`src/include/ycbcr_cfg.svh`:
```
`ifndef YCBCR_CFG_SVH
`define YCBCR_CFG_SVH

// pixel geometry
`define YCC_PIX_W   8
`define YCC_LANES   8
`define YCC_WORD_W  (`YCC_LANES * `YCC_PIX_W)

// sram address width and groups per run
`define YCC_ADDR_W  11
`define YCC_GROUPS  16

// luma weights, scaled by 256
`define YCC_KY_R    77
`define YCC_KY_G    150
`define YCC_KY_B    29

// blue difference weights
`define YCC_KCB_R   (-43)
`define YCC_KCB_G   (-85)
`define YCC_KCB_B   128

// red difference weights
`define YCC_KCR_R   128
`define YCC_KCR_G   (-107)
`define YCC_KCR_B   (-21)

`define YCC_ROUND   128
`define YCC_OFFSET  128

`endif

```
`src/design/ycbcr_pkg.sv`:
```
`include "ycbcr_cfg.svh"

package ycbcr_pkg;

    // one sram word, seen raw on the ports or split into pixel lanes
    // lane 0 sits in the top bits
    typedef union packed {
        logic [`YCC_WORD_W-1:0]                 raw;
        logic [0:`YCC_LANES-1][`YCC_PIX_W-1:0]  lanes;
    } pixelWord_u;

endpackage

```
`src/design/planeFetcher.sv`:
```
`timescale 1ns/1ps
`include "ycbcr_cfg.svh"

module planeFetcher (
    input  logic                   clk,
    input  logic                   rst_n,
    input  logic                   enable,
    input  logic                   runDone,
    output logic [`YCC_ADDR_W-1:0] rdAddr,
    output logic                   fetchValid
);

    localparam int RunLen = 3 * `YCC_GROUPS;
    localparam logic [`YCC_ADDR_W-1:0] LastAddr = `YCC_ADDR_W'(RunLen - 1);

    localparam logic [1:0] StIdle  = 2'd0;
    localparam logic [1:0] StFetch = 2'd1;
    localparam logic [1:0] StDrain = 2'd2;

    logic [1:0] state;

    always_ff @(posedge clk) begin
        if (!rst_n) begin
            state      <= StIdle;
            rdAddr     <= '0;
            fetchValid <= 1'b0;
        end else begin
            // data for the address issued now shows up next cycle
            fetchValid <= (state == StFetch);
            case (state)
                StIdle: begin
                    if (enable) begin
                        state  <= StFetch;
                        rdAddr <= '0;
                    end
                end
                StFetch: begin
                    if (rdAddr == LastAddr) begin
                        state <= StDrain;
                    end else begin
                        rdAddr <= rdAddr + 1'b1;
                    end
                end
                StDrain: begin
                    // enable stays ignored until the last Cr word is out
                    if (runDone) begin
                        state <= StIdle;
                    end
                end
                default: begin
                    state <= StIdle;
                end
            endcase
        end
    end

    addrInRange: assert property (
        @(posedge clk) disable iff (!rst_n)
        (state == StFetch) |-> (rdAddr < RunLen)
    );

endmodule

```
`src/design/planeAligner.sv`:
```
`timescale 1ns/1ps
`include "ycbcr_cfg.svh"

module planeAligner (
    input  logic                 clk,
    input  logic                 rst_n,
    input  logic                 fetchValid,
    input  ycbcr_pkg::pixelWord_u rdData,
    output ycbcr_pkg::pixelWord_u rIn,
    output ycbcr_pkg::pixelWord_u gIn,
    output ycbcr_pkg::pixelWord_u bIn,
    output logic                 rgbValid
);

    // plane order within a group: R, G, B
    logic [1:0] plane;

    always_ff @(posedge clk) begin
        if (!rst_n) begin
            plane    <= 2'd0;
            rgbValid <= 1'b0;
        end else begin
            rgbValid <= fetchValid && (plane == 2'd2);
            if (fetchValid) begin
                plane <= (plane == 2'd2) ? 2'd0 : plane + 2'd1;
            end
        end
    end

    // plane holding registers
    always_ff @(posedge clk) begin
        if (fetchValid) begin
            case (plane)
                2'd0:    rIn <= rdData;
                2'd1:    gIn <= rdData;
                default: bIn <= rdData;
            endcase
        end
    end

    // groups are three words apart, so a triplet never repeats back to back
    singleValid: assert property (
        @(posedge clk) disable iff (!rst_n)
        rgbValid |=> !rgbValid
    );

endmodule

```
`src/design/colorConverter.sv`:
```
`timescale 1ns/1ps
`include "ycbcr_cfg.svh"

module colorConverter (
    input  logic                   clk,
    input  logic                   rst_n,
    input  logic                   rgbValid,
    input  ycbcr_pkg::pixelWord_u  rIn,
    input  ycbcr_pkg::pixelWord_u  gIn,
    input  ycbcr_pkg::pixelWord_u  bIn,
    output logic [`YCC_ADDR_W-1:0] wrAddr,
    output ycbcr_pkg::pixelWord_u  wrData,
    output logic                   wen,
    output logic                   runDone,
    output logic                   valid
);

    import ycbcr_pkg::*;

    localparam int AccW   = `YCC_PIX_W + 10;
    localparam int Frac   = 8;
    localparam int PixMax = (1 << `YCC_PIX_W) - 1;
    localparam int RunLen = 3 * `YCC_GROUPS;
    localparam int GrpW   = $clog2(`YCC_GROUPS + 1);
    localparam logic [`YCC_ADDR_W-1:0] LastAddr  = `YCC_ADDR_W'(RunLen - 1);
    localparam logic [GrpW-1:0]        LastGroup = GrpW'(`YCC_GROUPS - 1);

    localparam logic [1:0] PhIdle = 2'd0;
    localparam logic [1:0] PhCb   = 2'd1;
    localparam logic [1:0] PhCr   = 2'd2;

    function automatic logic [`YCC_PIX_W-1:0] clampPix(input logic signed [AccW-1:0] v);
        logic [`YCC_PIX_W-1:0] res;
        if (v < 0) begin
            res = '0;
        end else if (v > PixMax) begin
            res = '1;
        end else begin
            res = v[`YCC_PIX_W-1:0];
        end
        return res;
    endfunction

    wire pixelWord_u yNext;
    wire pixelWord_u cbNext;
    wire pixelWord_u crNext;

    pixelWord_u yReg;
    pixelWord_u cbReg;
    pixelWord_u crReg;

    logic            cvtValid;
    logic [1:0]      wrPhase;
    logic [GrpW-1:0] groupCnt;

    for (genvar i = 0; i < `YCC_LANES; i++) begin : gLane
        logic signed [AccW-1:0] rS, gS, bS;
        logic signed [AccW-1:0] ySum, cbSum, crSum;

        assign rS = {{(AccW - `YCC_PIX_W){1'b0}}, rIn.lanes[i]};
        assign gS = {{(AccW - `YCC_PIX_W){1'b0}}, gIn.lanes[i]};
        assign bS = {{(AccW - `YCC_PIX_W){1'b0}}, bIn.lanes[i]};

        assign ySum  = AccW'(`YCC_KY_R * rS + `YCC_KY_G * gS + `YCC_KY_B * bS + `YCC_ROUND);
        assign cbSum = AccW'(`YCC_KCB_R * rS + `YCC_KCB_G * gS + `YCC_KCB_B * bS + `YCC_ROUND);
        assign crSum = AccW'(`YCC_KCR_R * rS + `YCC_KCR_G * gS + `YCC_KCR_B * bS + `YCC_ROUND);

        // arithmetic shift floors negative sums too
        assign yNext.lanes[i]  = clampPix(ySum >>> Frac);
        assign cbNext.lanes[i] = clampPix(AccW'((cbSum >>> Frac) + `YCC_OFFSET));
        assign crNext.lanes[i] = clampPix(AccW'((crSum >>> Frac) + `YCC_OFFSET));
    end

    always_ff @(posedge clk) begin
        if (rgbValid) begin
            yReg  <= yNext;
            cbReg <= cbNext;
            crReg <= crNext;
        end
    end

    // write word follows the phase, Y right after conversion
    always_ff @(posedge clk) begin
        if (cvtValid) begin
            wrData <= yReg;
        end else if (wrPhase == PhCb) begin
            wrData <= cbReg;
        end else if (wrPhase == PhCr) begin
            wrData <= crReg;
        end
    end

    always_ff @(posedge clk) begin
        if (!rst_n) begin
            cvtValid <= 1'b0;
            wrPhase  <= PhIdle;
            wrAddr   <= '0;
            wen      <= 1'b1;
            groupCnt <= '0;
            runDone  <= 1'b0;
            valid    <= 1'b0;
        end else begin
            cvtValid <= rgbValid;
            valid    <= runDone;
            runDone  <= 1'b0;
            wen      <= 1'b1;
            if (!wen) begin
                wrAddr <= (wrAddr == LastAddr) ? '0 : wrAddr + 1'b1;
            end
            if (cvtValid) begin
                wen     <= 1'b0;
                wrPhase <= PhCb;
            end else if (wrPhase == PhCb) begin
                wen     <= 1'b0;
                wrPhase <= PhCr;
            end else if (wrPhase == PhCr) begin
                wen     <= 1'b0;
                wrPhase <= PhIdle;
                // last Cr of the run goes out together with runDone
                if (groupCnt == LastGroup) begin
                    groupCnt <= '0;
                    runDone  <= 1'b1;
                end else begin
                    groupCnt <= groupCnt + 1'b1;
                end
            end
        end
    end

    writeInRange: assert property (
        @(posedge clk) disable iff (!rst_n)
        !wen |-> (wrAddr < RunLen)
    );

    // aligner spacing must leave the Y/Cb/Cr sequence free for the next group
    noOverlap: assert property (
        @(posedge clk) disable iff (!rst_n)
        cvtValid |-> (wrPhase == PhIdle)
    );

endmodule

```
`src/design/ycbcrBlockTop.sv`:
```
`timescale 1ns/1ps
`include "ycbcr_cfg.svh"

module ycbcrBlockTop (
    input  logic                   clk,
    input  logic                   rst_n,
    input  logic                   enable,
    input  ycbcr_pkg::pixelWord_u  rdData,
    output logic [`YCC_ADDR_W-1:0] rdAddr,
    output logic [`YCC_ADDR_W-1:0] wrAddr,
    output ycbcr_pkg::pixelWord_u  wrData,
    output logic                   wen,
    output logic                   valid
);

    import ycbcr_pkg::*;

    logic       fetchValid;
    logic       rgbValid;
    logic       runDone;
    pixelWord_u rIn;
    pixelWord_u gIn;
    pixelWord_u bIn;

    planeFetcher uFetcher (
        .clk        (clk),
        .rst_n      (rst_n),
        .enable     (enable),
        .runDone    (runDone),
        .rdAddr     (rdAddr),
        .fetchValid (fetchValid)
    );

    planeAligner uAligner (
        .clk        (clk),
        .rst_n      (rst_n),
        .fetchValid (fetchValid),
        .rdData     (rdData),
        .rIn        (rIn),
        .gIn        (gIn),
        .bIn        (bIn),
        .rgbValid   (rgbValid)
    );

    colorConverter uConverter (
        .clk      (clk),
        .rst_n    (rst_n),
        .rgbValid (rgbValid),
        .rIn      (rIn),
        .gIn      (gIn),
        .bIn      (bIn),
        .wrAddr   (wrAddr),
        .wrData   (wrData),
        .wen      (wen),
        .runDone  (runDone),
        .valid    (valid)
    );

endmodule

```
`config.mk`:
```
export PLATFORM = sky130hd
export DESIGN_NAME = ycbcrBlockTop
export DESIGN_NICKNAME = d
export VERILOG_FILES = /design/src/design/ycbcr_pkg.sv /design/src/design/planeFetcher.sv /design/src/design/planeAligner.sv /design/src/design/colorConverter.sv /design/src/design/ycbcrBlockTop.sv
export VERILOG_INCLUDE_DIRS = /design/src /design/src/include
export SDC_FILE = /design/constraint.sdc
export NUM_CORES = 2
export LEC_CHECK = 0
export BUFFER_PORTS_ARGS = -buffer_cell sky130_fd_sc_hd__buf_4
export CAP_MARGIN = 20
export CORE_AREA = 5 5 401 403
export DETAILED_ROUTE_END_ITERATION = 16
export DIE_AREA = 0 0 406 408
export GPL_TIMING_DRIVEN = 1
export PLACE_DENSITY = 0.83
export SLEW_MARGIN = 5
export SYNTH_ARGS = -nofsm -noshare
export SYNTH_HDL_FRONTEND = slang
export SYNTH_HIERARCHICAL = 1
export SYNTH_SLANG_ARGS = --single-unit
```
`constraint.sdc`:
```
create_clock -name clk -period 18.6 [get_ports clk]
set_clock_uncertainty 0.05 [all_clocks]
set_input_delay 0 -clock clk [delete_from_list [all_inputs] [get_ports clk]]
set_output_delay 0 -clock clk [all_outputs]
set_load 0.005 [all_outputs]
```
==> run metrics <==
critical path required time=18980 ps; count of cell types in the netlist=101; RR Startpoint=uAligner/gIn[12]$_DFFE_PP_; Max Fanout on Critical Path=11; Final Hold Viols=0; DRC errors left=0; register area=14200 sq um; final critical-path share of the clock period=43.6%; Max stage delay on crit path=700 ps; clk sink count=487; Post-DRT Antenna Nets=0; leading cell types in the layout, fill and taps excluded=inv_1, ha_1, fa_1; total die area=166000 sq um; clock slew at reported path FFs=60 ps; antenna violations before repair=3; ratio of cells with drive above 1 in the final layout=3.92%; Post-synth EDFFs=448; routed len/inst=18.9 um; Rel. slew slack=29.5%; hold endpoint=uAligner/bIn[44]$_DFFE_PP_; input/output buffers=154; # nets final=11.7k; Clock Root Buffer=clkbuf_16; worst-margin pin slew=1060 ps; area grow syn2layout=8.26%; Setup CP Type=reg -> reg; Multi-input gate area=61900 sq um; fraction of registers with async set/reset=0%; gpl congestion=0.972; pwr/cell area=75.9 nW/um^2; # resized after CTS=0; drt via density=5.44; Final Cell Area=92500 sq um; die height=408 um; I/O pins=155; Worst Setup End Kind=register; final wirelength=203000 um; Most used DFF post-synth=edfxtp_1; R2R setup slack=10490 ps; CP Data Arrival Time=8490 ps; min-delay src=rdData[44]; CTS buffer count=61; Max IR drop VDD=0.000162 V; Slew Limit Fails=0; Mapped Nets=11.4k; Clock Tree Buf Depth=3; 1st-iter DRT viols=3465; Fin Setup TNS=0 ps; row cnt=146; commonest non-fill, non-tap cell in the layout=inv_1; hold buffer count at CTS=115; RSZ-0062 raised after global routing=no; first drt pass iteration count=5; grt total ovfl=0; TritonCTS clock tree=yes; die width=406 um; sequential element share of the synthesized area=16.7%; clk_lat worst skew=720 ps; Fillers=12.5k; largest net degree at the start of global routing=101; minimum clock period=8110 ps; Mapped Area=85400 sq um; vias in the first global route=63.5k; postcts setup bufs=0; Syn. warnings=6; Max Clock Freq=0.123 GHz; run status=finished clean; Core Region=157000 sq um; register bit total from synthesis=487; initial core utilization=54.4%; global-route wire length before repair=329000 um; mean post-synth cell area=10.3 sq um; vias=58.2k; hold depth=2; Detail Placement HPWL=167000 um; Hold Path Class=in -> reg; crit start category=register; Global Route Usage Sum=24.9%; cell area after placement=89200 sq um; FF-to-FF path depth=25; Slowest-stage cell, CP=edfxtp_1; Cells after Synth=8274; Setup violations, final=0; maxcap violations=0; number of H-tree levels=2; leak pwr=47.9 nW; FF-to-FF End=uConverter/yReg[11]$_SDFFCE_PN0P_
routing by layer:
layer	GRT usage [%]	part of all wire, %	up-vias
li1	-	-	27126
met1	32.5	42	29159
met2	42.7	49	1554
met3	3.73	5.7	395
met4	7.91	3.4	0
met5	0	0	-
layout make-up:
class / instances / area share (%)
Antenna cell: 3 / 0.00812
Multi-Input combinational cell: 5310 / 66.9
Clock inverter: 47 / 0.595
Timing Repair Buffer: 285 / 2.67
Clock buffer: 68 / 1.71
Tap cell: 2072 / 2.80
Inverter: 2435 / 9.89
Sequential cell: 487 / 15.4
cell usage after synthesis, types with 79 or more instances:
cell type	instances	area (sq um)
inv_1	2434	9140
ha_1	1857	23200
fa_1	1214	24300
edfxtp_1	448	13500
a21oi_1	261	1310
o21ai_0	228	1140
nor2_1	216	811
xnor2_1	199	1740
nand2_1	163	612
xor2_1	127	1110
nor3_1	103	515
o21a_1	95	713
a21o_1	79	593
stage by stage:
stage	hold slack [ps]	cells	utilization, %	power [mW]	setup slack, ps
6_report	22.2	10707	58.9	7.02	10490
5_1_grt	28.5	10705	58.9	7.66	10030
3_3_place_gp	144	10472	56.8	5.48	10740
2_1_floorplan	48.9	8274	-	4.64	11230
3_5_place_dp	146	10472	56.8	5.67	10630
4_1_cts	0.222	10702	58.8	7.03	10580
how the worst max path moves through the flow:
stage                                    start                                 to  slack [ps]  depth (start not counted)
finish              uAligner/gIn[12]$_DFFE_PP_  uConverter/yReg[11]$_SDFFCE_PN0P_       10490                         25
global route        uAligner/gIn[12]$_DFFE_PP_  uConverter/yReg[15]$_SDFFCE_PN0P_       10030                         25
CTS                 uAligner/gIn[12]$_DFFE_PP_  uConverter/yReg[11]$_SDFFCE_PN0P_       10580                         25
detailed placement  uAligner/gIn[12]$_DFFE_PP_  uConverter/yReg[11]$_SDFFCE_PN0P_       10630                         25
global placement    uAligner/gIn[52]$_DFFE_PP_  uConverter/yReg[48]$_SDFFCE_PN0P_       10740                         27
floorplan           uAligner/gIn[52]$_DFFE_PP_  uConverter/yReg[53]$_SDFFCE_PN0P_       11230                         27
logic make-up after synthesis:
family                   count (synthesis)  share of synthesized area (%)
AO/OA/AOI/OAI                          974                           7.33
XOR/XNOR                               328                           3.39
adder cells (fa/ha/maj)               3071                           55.6
buffers and inverters                 2477                           10.9
flip-flops                             487                           16.7
multiplexers                            77                          0.903
AND/OR/NAND/NOR                        860                           5.16
power by group:
group | switching, mW | leakage [nW] | internal (mW) | total (mW)
Combinational | 2.49 | 42.5 | 1.88 | 4.37
Clock | 0.523 | 1.03 | 0.743 | 1.27
Sequential | 0.0320 | 4.36 | 1.36 | 1.39
state kept, by name, summed over array words and instances (netlist names), 2 cells and up:
name and count:
uAligner/plane 2, uFetcher/rdAddr 11, uConverter/cbReg 64, uConverter/wrData 64, uConverter/yReg 64, uAligner/rIn 64
uAligner/gIn 64, uConverter/wrAddr 11, uConverter/crReg 64, uConverter/wrPhase 2, uFetcher/state 2, uConverter/groupCnt 5
uAligner/bIn 64
worst max-delay path: cells and delay by family, from the launching register on:
family | cells | cell delay [ps]
simple gates | 2 | 510
compound gates | 5 | 1480
buf+inv | 6 | 430
xor+xnor | 1 | 150
fa+ha+maj | 11 | 4510
flops | 1 | 700
Power figures use the tool's default switching activity.
